<file path="src/logic/cic_pkg.sv">
// filter constants, comb memory address layout and vector types
// shared by the cic receiver decimator
`default_nettype none

package cic_pkg;

	// ------------------------------
	// filter shape
	localparam int STAGES = 3;
	localparam int DECIMATION = 8;
	localparam int IN_WIDTH = 16;
	localparam int OUT_WIDTH = 16;
	// bit growth is S * log2(R) for a unit differential delay
	localparam int GROWTH = STAGES * $clog2(DECIMATION);
	localparam int ACC_WIDTH = IN_WIDTH + GROWTH;

	// ------------------------------
	// channels and comb memory
	localparam int NUM_CHANNELS = 2;
	localparam int STAGE_BITS = 3;
	// channel, i/q select, kind, stage from the top bit down
	localparam int RAM_ADDR_BITS = $clog2(NUM_CHANNELS) + 2 + STAGE_BITS;
	localparam int RAM_DEPTH = 2 ** RAM_ADDR_BITS;
	localparam logic KIND_COMB = 1'b0;
	localparam logic KIND_PREV = 1'b1;

	// input pacing per channel, keeps the comb pass ahead of the next request
	localparam int MIN_STROBE_GAP = 8;

	// ------------------------------
	// vector types
	typedef logic signed [IN_WIDTH-1:0] in_sample_t;
	typedef logic signed [ACC_WIDTH-1:0] acc_t;
	typedef logic signed [OUT_WIDTH-1:0] out_sample_t;
	typedef logic [RAM_ADDR_BITS-1:0] ram_addr_t;
	typedef logic [STAGE_BITS-1:0] stage_t;

	// comb sequencer states
	typedef enum logic [2:0] {
		SEQ_IDLE,
		SEQ_LOAD,
		SEQ_READ_COMB,
		SEQ_READ_PREV,
		SEQ_WRITE_COMB,
		SEQ_WRITE_PREV,
		SEQ_READ_LAST,
		SEQ_OUTPUT
	} comb_state_t;

	// pack the address fields into one memory word address
	function automatic ram_addr_t ram_addr(logic chan, logic q_sel, logic kind, stage_t stage);
		return {chan, q_sel, kind, stage};
	endfunction

endpackage

`default_nettype wire

</file>
<file path="src/logic/cic_comb_sequencer.sv">
// sequential comb section for one channel, runs the comb stages
// against the shared state memory and rounds the i and q results
`default_nettype none

module cic_comb_sequencer
	import cic_pkg::*;
#(
	parameter int unsigned CHANNEL = 0
)
(
	input  wire         clock,
	input  wire         rst_i,
	input  wire         comb_start_i,
	input  wire acc_t   integ_i_i,
	input  wire acc_t   integ_q_i,
	output logic        mem_req_o,
	output logic        mem_we_o,
	output ram_addr_t   mem_addr_o,
	output acc_t        mem_wdata_o,
	input  wire         mem_gnt_i,
	input  wire acc_t   mem_rdata_i,
	output logic        out_strobe_i_o,
	output logic        out_strobe_q_o,
	output out_sample_t out_data_o
);

	comb_state_t state;
	// current comb stage, 1..STAGES during the stage loop
	stage_t stage;
	// 0 while working on i, 1 on q
	logic q_sel;
	logic chan_bit;
	logic access_done;
	// read data arrived this cycle
	logic rd_valid;
	acc_t rd_hold;
	acc_t rd_last;
	// comb s-1 of the current stage
	acc_t t_comb;
	acc_t diff;
	acc_t integ_i_reg;
	acc_t integ_q_reg;
	out_sample_t rounded;

	assign chan_bit = CHANNEL[0];
	assign access_done = mem_req_o & mem_gnt_i;

	// latest read word, held until the next own read returns
	assign rd_last = rd_valid ? mem_rdata_i : rd_hold;

	// comb[s] = comb[s-1] - prev[s], wraps like the integrators
	assign diff = t_comb - rd_last;

	// top OUT_WIDTH bits plus the next lower bit, wrapping
	assign rounded = rd_last[ACC_WIDTH-1 -: OUT_WIDTH]
		+ {{(OUT_WIDTH-1){1'b0}}, rd_last[ACC_WIDTH-1-OUT_WIDTH]};

	// ------------------------------
	// memory request decode
	// fields depend only on state and registers, so they hold until grant
	always_comb
	begin
		mem_req_o = 1'b0;
		mem_we_o = 1'b0;
		mem_addr_o = ram_addr(chan_bit, q_sel, KIND_COMB, stage);
		mem_wdata_o = t_comb;
		case (state)
			SEQ_LOAD:
			begin
				// comb[0] = integrator output
				mem_req_o = 1'b1;
				mem_we_o = 1'b1;
				mem_addr_o = ram_addr(chan_bit, q_sel, KIND_COMB, '0);
				mem_wdata_o = q_sel ? integ_q_reg : integ_i_reg;
			end
			SEQ_READ_COMB:
			begin
				mem_req_o = 1'b1;
				mem_addr_o = ram_addr(chan_bit, q_sel, KIND_COMB, stage_t'(stage - 1'b1));
			end
			SEQ_READ_PREV:
			begin
				mem_req_o = 1'b1;
				mem_addr_o = ram_addr(chan_bit, q_sel, KIND_PREV, stage);
			end
			SEQ_WRITE_COMB:
			begin
				mem_req_o = 1'b1;
				mem_we_o = 1'b1;
				mem_addr_o = ram_addr(chan_bit, q_sel, KIND_COMB, stage);
				mem_wdata_o = diff;
			end
			SEQ_WRITE_PREV:
			begin
				// old comb[s-1] becomes the delay line of stage s
				mem_req_o = 1'b1;
				mem_we_o = 1'b1;
				mem_addr_o = ram_addr(chan_bit, q_sel, KIND_PREV, stage);
				mem_wdata_o = t_comb;
			end
			SEQ_READ_LAST:
			begin
				mem_req_o = 1'b1;
				mem_addr_o = ram_addr(chan_bit, q_sel, KIND_COMB, stage_t'(STAGES));
			end
			default:
			begin
				mem_req_o = 1'b0;
			end
		endcase
	end

	// ------------------------------
	// control fsm
	always_ff @(posedge clock)
	begin
		if (rst_i)
		begin
			state <= SEQ_IDLE;
			stage <= '0;
			q_sel <= 1'b0;
			rd_valid <= 1'b0;
			out_strobe_i_o <= 1'b0;
			out_strobe_q_o <= 1'b0;
		end
		else
		begin
			// read data shows up one cycle after a granted read
			rd_valid <= access_done & ~mem_we_o;
			out_strobe_i_o <= 1'b0;
			out_strobe_q_o <= 1'b0;
			case (state)
				SEQ_IDLE:
					if (comb_start_i)
					begin
						q_sel <= 1'b0;
						state <= SEQ_LOAD;
					end
				SEQ_LOAD:
					if (access_done)
					begin
						stage <= stage_t'(1);
						state <= SEQ_READ_COMB;
					end
				SEQ_READ_COMB:
					if (access_done)
						state <= SEQ_READ_PREV;
				SEQ_READ_PREV:
					if (access_done)
						state <= SEQ_WRITE_COMB;
				SEQ_WRITE_COMB:
					if (access_done)
						state <= SEQ_WRITE_PREV;
				SEQ_WRITE_PREV:
					if (access_done)
					begin
						if (stage == stage_t'(STAGES))
							state <= SEQ_READ_LAST;
						else
						begin
							stage <= stage + 1'b1;
							state <= SEQ_READ_COMB;
						end
					end
				SEQ_READ_LAST:
					if (access_done)
						state <= SEQ_OUTPUT;
				SEQ_OUTPUT:
				begin
					// i result first, then loop back for q
					out_strobe_i_o <= ~q_sel;
					out_strobe_q_o <= q_sel;
					q_sel <= ~q_sel;
					state <= q_sel ? SEQ_IDLE : SEQ_LOAD;
				end
				default:
					state <= SEQ_IDLE;
			endcase
		end
	end

	// ------------------------------
	// data registers
	always_ff @(posedge clock)
	begin
		if (comb_start_i && state == SEQ_IDLE)
		begin
			integ_i_reg <= integ_i_i;
			integ_q_reg <= integ_q_i;
		end
		if (rd_valid)
			rd_hold <= mem_rdata_i;
		// comb[s-1] is the latest read when prev[s] is granted
		if (state == SEQ_READ_PREV && access_done)
			t_comb <= rd_last;
		if (state == SEQ_OUTPUT)
			out_data_o <= rounded;
	end

endmodule

`default_nettype wire

</file>
<file path="src/logic/cic_integrator_chain.sv">
// cascaded i and q integrators at the input rate
// with the decimation counter that requests a comb pass
`default_nettype none

module cic_integrator_chain
	import cic_pkg::*;
(
	input  wire        clock,
	input  wire        rst_i,
	input  wire        in_strobe_i,
	input  wire in_sample_t in_data_i_i,
	input  wire in_sample_t in_data_q_i,
	output logic       comb_start_o,
	output acc_t       integ_i_o,
	output acc_t       integ_q_o
);

	// integrator registers, index 0 takes the input
	acc_t acc_i [STAGES];
	acc_t acc_q [STAGES];
	acc_t ext_i;
	acc_t ext_q;
	logic [$clog2(DECIMATION)-1:0] sample_cnt;

	// sign extension to the accumulator width
	assign ext_i = {{GROWTH{in_data_i_i[IN_WIDTH-1]}}, in_data_i_i};
	assign ext_q = {{GROWTH{in_data_q_i[IN_WIDTH-1]}}, in_data_q_i};

	// ------------------------------
	// integrators, wrap mod 2^ACC_WIDTH
	always_ff @(posedge clock)
	begin
		if (rst_i)
		begin
			for (int s = 0; s < STAGES; s++)
			begin
				acc_i[s] <= '0;
				acc_q[s] <= '0;
			end
		end
		else if (in_strobe_i)
		begin
			acc_i[0] <= acc_i[0] + ext_i;
			acc_q[0] <= acc_q[0] + ext_q;
			// each stage adds the previous stage's old value
			for (int s = 1; s < STAGES; s++)
			begin
				acc_i[s] <= acc_i[s] + acc_i[s-1];
				acc_q[s] <= acc_q[s] + acc_q[s-1];
			end
		end
	end

	// ------------------------------
	// decimation counter
	always_ff @(posedge clock)
	begin
		if (rst_i)
		begin
			sample_cnt <= '0;
			comb_start_o <= 1'b0;
		end
		else
		begin
			comb_start_o <= 1'b0;
			if (in_strobe_i)
			begin
				if (sample_cnt == DECIMATION - 1)
				begin
					// last sample of the block, kick the comb
					sample_cnt <= '0;
					comb_start_o <= 1'b1;
				end
				else
					sample_cnt <= sample_cnt + 1'b1;
			end
		end
	end

	// last integrator feeds the comb section
	assign integ_i_o = acc_i[STAGES-1];
	assign integ_q_o = acc_q[STAGES-1];

endmodule

`default_nettype wire

</file>
<file path="src/logic/cic_rx_top.sv">
// two-channel i/q cic decimator top, integrator chains and comb
// sequencers around one shared state memory and its arbiter
`default_nettype none

module cic_rx_top
	import cic_pkg::*;
(
	input  wire         clock,
	input  wire         rst_i,
	// channel 0
	input  wire         ch0_in_strobe_i,
	input  wire in_sample_t ch0_in_data_i_i,
	input  wire in_sample_t ch0_in_data_q_i,
	output logic        ch0_out_strobe_i_o,
	output logic        ch0_out_strobe_q_o,
	output out_sample_t ch0_out_data_o,
	// channel 1
	input  wire         ch1_in_strobe_i,
	input  wire in_sample_t ch1_in_data_i_i,
	input  wire in_sample_t ch1_in_data_q_i,
	output logic        ch1_out_strobe_i_o,
	output logic        ch1_out_strobe_q_o,
	output out_sample_t ch1_out_data_o
);

	// integrator to sequencer
	logic ch0_comb_start;
	logic ch1_comb_start;
	acc_t ch0_integ_i;
	acc_t ch0_integ_q;
	acc_t ch1_integ_i;
	acc_t ch1_integ_q;

	// sequencer to arbiter
	logic ch0_mem_req;
	logic ch0_mem_we;
	logic ch0_mem_gnt;
	ram_addr_t ch0_mem_addr;
	acc_t ch0_mem_wdata;
	logic ch1_mem_req;
	logic ch1_mem_we;
	logic ch1_mem_gnt;
	ram_addr_t ch1_mem_addr;
	acc_t ch1_mem_wdata;

	// memory port, read data goes to both sequencers
	logic ram_we;
	ram_addr_t ram_addr;
	acc_t ram_wdata;
	acc_t ram_rdata;

	// ------------------------------
	// channel 0
	cic_integrator_chain u_integ0 (
		.clock(clock), .rst_i(rst_i), .in_strobe_i(ch0_in_strobe_i),
		.in_data_i_i(ch0_in_data_i_i), .in_data_q_i(ch0_in_data_q_i),
		.comb_start_o(ch0_comb_start), .integ_i_o(ch0_integ_i), .integ_q_o(ch0_integ_q)
	);

	cic_comb_sequencer #(.CHANNEL(0)) u_comb0 (
		.clock(clock), .rst_i(rst_i), .comb_start_i(ch0_comb_start),
		.integ_i_i(ch0_integ_i), .integ_q_i(ch0_integ_q),
		.mem_req_o(ch0_mem_req), .mem_we_o(ch0_mem_we), .mem_addr_o(ch0_mem_addr),
		.mem_wdata_o(ch0_mem_wdata), .mem_gnt_i(ch0_mem_gnt), .mem_rdata_i(ram_rdata),
		.out_strobe_i_o(ch0_out_strobe_i_o), .out_strobe_q_o(ch0_out_strobe_q_o),
		.out_data_o(ch0_out_data_o)
	);

	// ------------------------------
	// channel 1
	cic_integrator_chain u_integ1 (
		.clock(clock), .rst_i(rst_i), .in_strobe_i(ch1_in_strobe_i),
		.in_data_i_i(ch1_in_data_i_i), .in_data_q_i(ch1_in_data_q_i),
		.comb_start_o(ch1_comb_start), .integ_i_o(ch1_integ_i), .integ_q_o(ch1_integ_q)
	);

	cic_comb_sequencer #(.CHANNEL(1)) u_comb1 (
		.clock(clock), .rst_i(rst_i), .comb_start_i(ch1_comb_start),
		.integ_i_i(ch1_integ_i), .integ_q_i(ch1_integ_q),
		.mem_req_o(ch1_mem_req), .mem_we_o(ch1_mem_we), .mem_addr_o(ch1_mem_addr),
		.mem_wdata_o(ch1_mem_wdata), .mem_gnt_i(ch1_mem_gnt), .mem_rdata_i(ram_rdata),
		.out_strobe_i_o(ch1_out_strobe_i_o), .out_strobe_q_o(ch1_out_strobe_q_o),
		.out_data_o(ch1_out_data_o)
	);

	// ------------------------------
	// shared comb memory
	comb_ram_arbiter u_arb (
		.clock(clock), .rst_i(rst_i),
		.req0_i(ch0_mem_req), .we0_i(ch0_mem_we), .addr0_i(ch0_mem_addr),
		.wdata0_i(ch0_mem_wdata), .gnt0_o(ch0_mem_gnt),
		.req1_i(ch1_mem_req), .we1_i(ch1_mem_we), .addr1_i(ch1_mem_addr),
		.wdata1_i(ch1_mem_wdata), .gnt1_o(ch1_mem_gnt),
		.ram_we_o(ram_we), .ram_addr_o(ram_addr), .ram_wdata_o(ram_wdata)
	);

	comb_ram u_ram (
		.clock(clock), .we_i(ram_we), .addr_i(ram_addr),
		.wdata_i(ram_wdata), .rdata_o(ram_rdata)
	);

endmodule

`default_nettype wire

</file>
<file path="src/logic/comb_ram.sv">
// comb state memory, single clock
// read-first with a registered read port
`default_nettype none

module comb_ram
	import cic_pkg::*;
(
	input  wire         clock,
	input  wire         we_i,
	input  wire ram_addr_t addr_i,
	input  wire acc_t   wdata_i,
	output acc_t        rdata_o
);

	// comb and prev words for both channels
	acc_t mem [RAM_DEPTH];

	// ------------------------------
	// one access per cycle
	always_ff @(posedge clock)
	begin
		// old contents come out on a write to the same word
		rdata_o <= mem[addr_i];
		if (we_i)
			mem[addr_i] <= wdata_i;
	end

endmodule

`default_nettype wire

</file>
<file path="src/logic/comb_ram_arbiter.sv">
// round-robin arbiter for the shared comb state memory
// sweeps zeros through the memory after reset
`default_nettype none

module comb_ram_arbiter
	import cic_pkg::*;
(
	input  wire         clock,
	input  wire         rst_i,
	input  wire         req0_i,
	input  wire         we0_i,
	input  wire ram_addr_t addr0_i,
	input  wire acc_t   wdata0_i,
	output logic        gnt0_o,
	input  wire         req1_i,
	input  wire         we1_i,
	input  wire ram_addr_t addr1_i,
	input  wire acc_t   wdata1_i,
	output logic        gnt1_o,
	output logic        ram_we_o,
	output ram_addr_t   ram_addr_o,
	output acc_t        ram_wdata_o
);

	// clear sweep state
	logic clr_active;
	ram_addr_t clr_addr;
	// 1 when requester 1 won last, gives 0 priority next time
	logic last_gnt1;

	// ------------------------------
	// clear sweep, one word per cycle
	always_ff @(posedge clock)
	begin
		if (rst_i)
		begin
			clr_active <= 1'b1;
			clr_addr <= '0;
		end
		else if (clr_active)
		begin
			clr_addr <= clr_addr + 1'b1;
			if (clr_addr == ram_addr_t'(RAM_DEPTH - 1))
				clr_active <= 1'b0;
		end
	end

	// ------------------------------
	// grant logic
	// no grants while clearing
	assign gnt0_o = ~clr_active & req0_i & (~req1_i | last_gnt1);
	assign gnt1_o = ~clr_active & req1_i & (~req0_i | ~last_gnt1);

	always_ff @(posedge clock)
	begin
		if (rst_i)
			last_gnt1 <= 1'b1;
		else if (gnt0_o)
			last_gnt1 <= 1'b0;
		else if (gnt1_o)
			last_gnt1 <= 1'b1;
	end

	// memory port mux, idle cycles read from requester 0's address
	always_comb
	begin
		if (clr_active)
		begin
			ram_we_o = 1'b1;
			ram_addr_o = clr_addr;
			ram_wdata_o = '0;
		end
		else if (gnt1_o)
		begin
			ram_we_o = we1_i;
			ram_addr_o = addr1_i;
			ram_wdata_o = wdata1_i;
		end
		else
		begin
			ram_we_o = gnt0_o & we0_i;
			ram_addr_o = addr0_i;
			ram_wdata_o = wdata0_i;
		end
	end

endmodule

`default_nettype wire

</file>
<file path="config.mk">
export PLATFORM = sky130hd
export DESIGN_NAME = cic_rx_top
export DESIGN_NICKNAME = d
export VERILOG_FILES = /design/src/logic/cic_pkg.sv /design/src/logic/cic_comb_sequencer.sv /design/src/logic/cic_integrator_chain.sv /design/src/logic/cic_rx_top.sv /design/src/logic/comb_ram.sv /design/src/logic/comb_ram_arbiter.sv
export SDC_FILE = /design/constraint.sdc
export NUM_CORES = 2
export LEC_CHECK = 0
export ABC_AREA = 0
export BUFFER_PORTS_ARGS = -buffer_cell sky130_fd_sc_hd__buf_2
export CAP_MARGIN = 20
export CORE_ASPECT_RATIO = 2
export CORE_MARGIN = 5
export CORE_UTILIZATION = 47
export DETAILED_ROUTE_END_ITERATION = 16
export PLACE_DENSITY = 0.65
export SLEW_MARGIN = 5
export SYNTH_ARGS = -nofsm -noshare
export SYNTH_HDL_FRONTEND = slang
export SYNTH_SLANG_ARGS = --single-unit
</file>
<file path="constraint.sdc">
create_clock -name clock -period 10.2 [get_ports clock]
set_input_delay 2.04 -clock clock [delete_from_list [all_inputs] [get_ports clock]]
set_output_delay 2.04 -clock clock [all_outputs]
set_load 0.02 [all_outputs]
</file>
# After elaboration in Yosys (flattened, before gate mapping)
# Memory sizes are Yosys's and may differ from the RTL's. A register that Yosys moved wholly into a read port is not among the register bits.
# Cells that the tools add are included.
# word_totals
out_inout_bits,36
register_bits,268
in_bits,68
ramBits,1900
wordCells,234
n_memories,5
# mem_list
memory,words,width,read_ports,rd_ports_with_merged_regs,write_ports,line_no,source
u_ram.mem,64,25,1,1,1,comb_ram.sv:16,acc_t mem [RAM_DEPTH];
u_integ0.acc_i,3,25,3,0,3,cic_integrator_chain.sv:19,acc_t acc_i [STAGES];
u_integ0.acc_q,3,25,3,0,3,cic_integrator_chain.sv:20,acc_t acc_q [STAGES];
u_integ1.acc_i,3,25,3,0,3,cic_integrator_chain.sv:19,
u_integ1.acc_q,3,25,3,0,3,cic_integrator_chain.sv:20,
# classes
n_reduce_logical,27
n_addsub,23
n_eq_ne,35
muxes,80
bitwise_logic,35
# ops
op,count
two-way mux 25 bit,18
adder 25 bit,8
adder 25 x 16 -> 25 bit,4
one-hot mux 25 bit (2 select lines),2
two-way mux 3 bit,24
subtractor 25 bit,2
one-hot mux 3 bit (8 select lines),2
adder 16 x 1 -> 16 bit,2
one-hot mux 4 bit (4 select lines),2
equality test 3 bit (second input constant),10
two-way mux 1 bit,26
inequality test 2 x 1 -> 1 bit (second input constant),12
equality test 3 x 2 -> 1 bit (second input constant),6
bitwise OR 1 bit,14
AND reduction 7 bit,2
adder 3 x 1 -> 3 bit (second input constant),4
two-way mux 6 bit,2
inverter 1 bit,12
one-hot mux 3 bit (2 select lines),2
OR reduction 2 bit,6
OR reduction 6 bit,2
nonzero test 2 bit,5
AND 1 bit,9
inequality test 2 bit (second input constant),4
10 further kinds,20

# Longest topological paths before layout
# logic_depth
word_depth,11
depth_mapped,17
mapped_depth_nobuf,14

# Cells and area by module
# From an unflattened synthesis, not the netlist that was laid out.
# hier_totals
cells_unflattened,7612
area_unflattened_um2,102180.5
# modules_own_cells
module,instances,cells_per_inst,area_each_um2,seq_area_each_um2
comb_ram,1,3493,61687.9,48546.6
cic_integrator_chain (u_integ1),1,1445,13311.5,4584.4
cic_integrator_chain (u_integ0),1,1405,13083.8,4584.4
cic_comb_sequencer (u_comb0),1,582,6575.1,3433.3
cic_comb_sequencer (u_comb1),1,575,6451.2,3433.3
comb_ram_arbiter,1,112,1071.0,160.2

# Least setup slack after synthesis
# Ideal clock, no wire load.
# synth_path
path_type,reg-to-reg
startpoint,register u_comb1.rd_valid
endpoint,"memory u_ram.mem[0][20] (netlist bit), data pin"
setup_time_ps,740
path_slack_ps,2862
path_stages_with_launch,16
arrival_ps,6598
period_less_slack_ps,7338
required_time_ps,9460
path_buffers,3
cell_sequence,dfxtp_1 -> clkbuf_1 -> clkbuf_1 -> buf_1 -> mux2i_1 -> ha_1 -> a21o_1 -> a211o_1 -> o221ai_1 -> a211oi_1 -> o31ai_1 -> nor2_1 -> nor2_1 -> xnor2_1 -> nand2_1 -> a221oi_1
# synth_via
elab_chain_cells,5
# synth_lines
element,line_no,source
"start, declared",cic_comb_sequencer.sv:35,logic rd_valid;
"start signal, assigned",cic_comb_sequencer.sv:129,rd_valid <= access_done & ~mem_we_o;
two-way mux 25 bit,n/a,
subtractor 25 bit,cic_comb_sequencer.sv:52,assign diff = t_comb - rd_last;
one-hot mux 25 bit (2 select lines),cic_comb_sequencer.sv:67,case (state)
two-way mux 25 bit,comb_ram_arbiter.sv:73,else if (gnt1_o)
two-way mux 25 bit,comb_ram_arbiter.sv:67,if (clr_active)
via ram_wdata[20],cic_rx_top.sv:49,acc_t ram_wdata;
"end, declared",comb_ram.sv:16,
# The timed path passes the listed nets, and every way through them passes these cells.

# Final worst setup path
# layout_path
startpoint,register u_comb1.state[2]
endpoint,register u_ram.rdata_o[10] (read register of u_ram.mem)
# layout_via
elab_chain_cells,7
elab_cells_between_ends,14
cone_classes,eq/ne (6); mux (4); bitwise (2); reduce/logical (2)
# layout_lines
element,line_no,source
"start, declared",cic_comb_sequencer.sv:27,comb_state_t state;
"start signal, assigned",cic_comb_sequencer.sv:174,state <= q_sel ? SEQ_IDLE : SEQ_LOAD;
"equality test 3 x 1 -> 1 bit, or another cell as far along",cic_comb_sequencer.sv:67,
OR reduction 6 bit (no line),n/a,
two-way mux 1 bit,cic_comb_sequencer.sv:67,
AND 1 bit (2 in a row),comb_ram_arbiter.sv:52,assign gnt1_o = ~clr_active & req1_i & (~req0_i | ~last_gnt1);
two-way mux 6 bit *,comb_ram_arbiter.sv:73,
two-way mux 6 bit *,comb_ram_arbiter.sv:67,
"end, declared",comb_ram.sv:12,output acc_t rdata_o
# Every way passes the cells marked *; elsewhere a longest branch is shown, timed or not.
# A chain may end at the register's enable or synchronous reset.

==> results.ini <==
[logic_synthesis]
syn_nets=7331
synth_fa_ha_area_share_pct=4.95
synth_mux_area_share_pct=2.65
seq_area_frac_synth_pct=67.2
synth-xor-area-share_pct=2.61
synth_edf_count=2082
yosys_warnings=0
async_reset_ff_share_pct=0
syn_inst=6890
synthesis.area_sq_um=96300
synth_ff_type=edfxtp_1
syn_area_per_cell_sq_um=14.0
yosys.area_share.simple_pct=7.38
ys_ff_latch=2193
synthDistinctLibCells=91
synth-compound-area-share_pct=13.3
synth_top_family_by_area=compound AO/OA/AOI/OAI gates

[setup_path]
cp.arrival_ns=7.72
r2r_cells=13
worst-setup-path-type=flip-flop to flip-flop
crit_path_end_kind=flip-flop
worstPathRequired_ns=10.96
path_max_fanout=34
cp-startpoint=u_comb1.state[2]$_SDFFE_PP0P_
rrSetupSlack_ns=3.24
startpoint_type=flip-flop
reg2reg_from=u_comb1.state[2]$_SDFFE_PP0P_
rr_endpoint=u_ram.rdata_o[10]$_DFF_P_

[hold_path]
whs_path_depth=0
min_to=u_comb0.integ_i_reg[23]$_DFFE_PP_
worstHoldStart=u_integ0.acc_i[0][73]$_SDFFCE_PN0P_
min_path_type=flip-flop to flip-flop

[clocking]
cts.htree.levels=4
post_cts_buffers=0
cts_root_buffer=clkbuf_16
insertion_delay_ns=0.88
hold_buffers=0
cts_buffer_depth=4
cts-resized-gates=0
clk_pin_slew_ns=0.07
numClockSinks=2193
tritoncts=done
cts_buffers=187

[floorplanning]
die_area_sq_um=215000
start_util_pct=47.1
fp-row-count=235
ios=104
coreArea_sq_um=204000
die_w_microns=330
die_y_microns=650

[place]
hpwlAfterDp_microns=206000
place.gp.congestion=0.981
dp_slack_ns=3.39
placed_cell_area_sq_um=102000
io_buffers=103
placedCellCount=9632

[power_and_ir_drop]
pwr_density_cell_nw_per_um2=184
leakagePower_nw=36.4
peakVddDrop_mv=0.144

[global_route]
grt_overflow=0
track_usage_pct=28.4
grt_pass1_wl_microns=442000
grt_max_degree=87
grt_pass1_vias=63800
antenna_found_initial=15

[cells_and_area]
nets=7538
drive_gt1_share_pct=11.5
mostFrequentLayoutCells=2,082 x edfxtp_1, 464 x a22oi_1, 444 x nor2_1
mostFrequentLayoutCell=edfxtp_1
final_cell_count_no_fill=9976
area_growth_pct=11.7
fin_area_sq_um=108000
largest_reg_flops=1600
top_register=u_ram.mem
fillers=16700

[sta]
timing.final.max_slew_violations=1
fin_setup_tns_ns=0
rsz0062_at_grt=no
worst_pin_slew_ns=1.57
slew_headroom_pct=-4.39
hold_violations=0
fin_ws_ns=3.24
worst_clock_skew_ns=0.0621
fmax_ghz=0.144
setup_viol=0
period_share_pct=68.2
fin_crit_ns=6.96

[detailed_routing]
num_vias=63700
first_iter_violations=6604
routedWlPerCell_microns=31.4
drt_wl_total_microns=313000
antenna_left=0
detail_route.first_pass.iterations=7
routed_via_density=6.38
drc=0

[run_status]
status=finished with violations
violations=slew limit

[flow_run]
cap_viol_max_count=0

logic make-up after synthesis:
logic type	Yosys count
buf+inv	449
fa+ha+maj	373
flops	2193
xor+xnor	287
simple gates	1527
mux	214
compound gates	1847
per-layer routing:
metal | wire length [microns] | up-vias | track usage, %
met2 | 157000 | 3372 | 49.4
li1 | - | 27400 | -
met1 | 97700 | 31900 | 29.3
met4 | 36600 | 6 | 26.2
met5 | 50 | - | 0
met3 | 21900 | 1052 | 3.76
critical path, stage by stage (launching register included):
cell     delay [ns]
dfxtp_1        0.84
nand3_1        0.29
inv_1          0.67
a211o_2        0.79
mux2i_1        0.62
o21a_4         0.22
buf_4          0.52
nor3_2         0.20
buf_4          0.32
a22oi_1        0.25
nand2_1        0.08
o21ai_0        0.89
nand4_1        0.56
or3_1          0.50
report_power, final:
group / total [mW] / switching, mW / internal [mW]
registers: 10.2 / 0.243 / 10.0
logic: 2.31 / 1.45 / 0.867
clock network: 7.22 / 3.30 / 3.92
stage by stage:
stage	power, mW	hold slack [ns]	util, %
2_1_floorplan	11.9	0.433	-
6_report	19.8	0.467	52.6
5_1_grt	20.4	0.475	52.6
4_1_cts	19.8	0.469	52.6
3_5_place_dp	12.7	0.450	49.7
3_3_place_gp	12.6	0.442	49.6
how the worst max path moves through the flow:
stage | slack [ns] | endpoint | cells after the start
finish | 3.24 | u_ram.rdata_o[10]$_DFF_P_ | 13
detailed placement | 3.39 | u_ram.rdata_o[23]$_DFF_P_ | 14
global route | 3.15 | u_ram.rdata_o[23]$_DFF_P_ | 14
global placement | 1.86 | u_ram.rdata_o[23]$_DFF_P_ | 13
CTS | 3.35 | u_ram.rdata_o[23]$_DFF_P_ | 14
floorplan | 2.86 | u_ram.mem[0][20]$_DFFE_PP_ | 15
cell type report:
type / count / area, sq um / area share, %
repair buffers: 322 / 2310 / 2.15
clock buffers: 229 / 4990 / 4.64
multi-input cells: 4248 / 30500 / 28.4
diodes: 14 / 35.0 / 0.0326
well taps: 2725 / 3410 / 3.17
inverters: 145 / 544 / 0.506
flip-flops and latches: 2193 / 64700 / 60.2
clock inverters: 100 / 1000 / 0.932
synthesized netlist by cell type, types with 32 or more instances:
cell type / instances / share of area [%]
ha_1: 359 / 4.7
edfxtp_1: 2082 / 65
nor3_1: 100 / 0.52
nor2_1: 512 / 2.0
buf_1: 45 / 0.18
a21o_1: 114 / 0.89
xor2_1: 117 / 1.1
nand2_1: 432 / 1.7
o21a_1: 47 / 0.37
a211oi_1: 84 / 0.65
and3_1: 34 / 0.22
xnor2_1: 170 / 1.5
o21ai_0: 241 / 1.3
a21oi_1: 377 / 2.0
and2_1: 37 / 0.24
mux2i_1: 149 / 1.5
buf_2: 94 / 0.49
nand4_1: 63 / 0.41
inv_1: 145 / 0.56
nand2b_1: 62 / 0.40
nor2b_1: 56 / 0.36
nand3_1: 84 / 0.44
a221oi_1: 111 / 1.0
a41oi_1: 44 / 0.40
mux2_2: 32 / 0.37
a31oi_1: 54 / 0.35
dfxtp_1: 111 / 2.3
clkbuf_1: 153 / 0.60
a22oi_1: 464 / 3.6
Note: power is estimated with default switching activity, not from simulation.
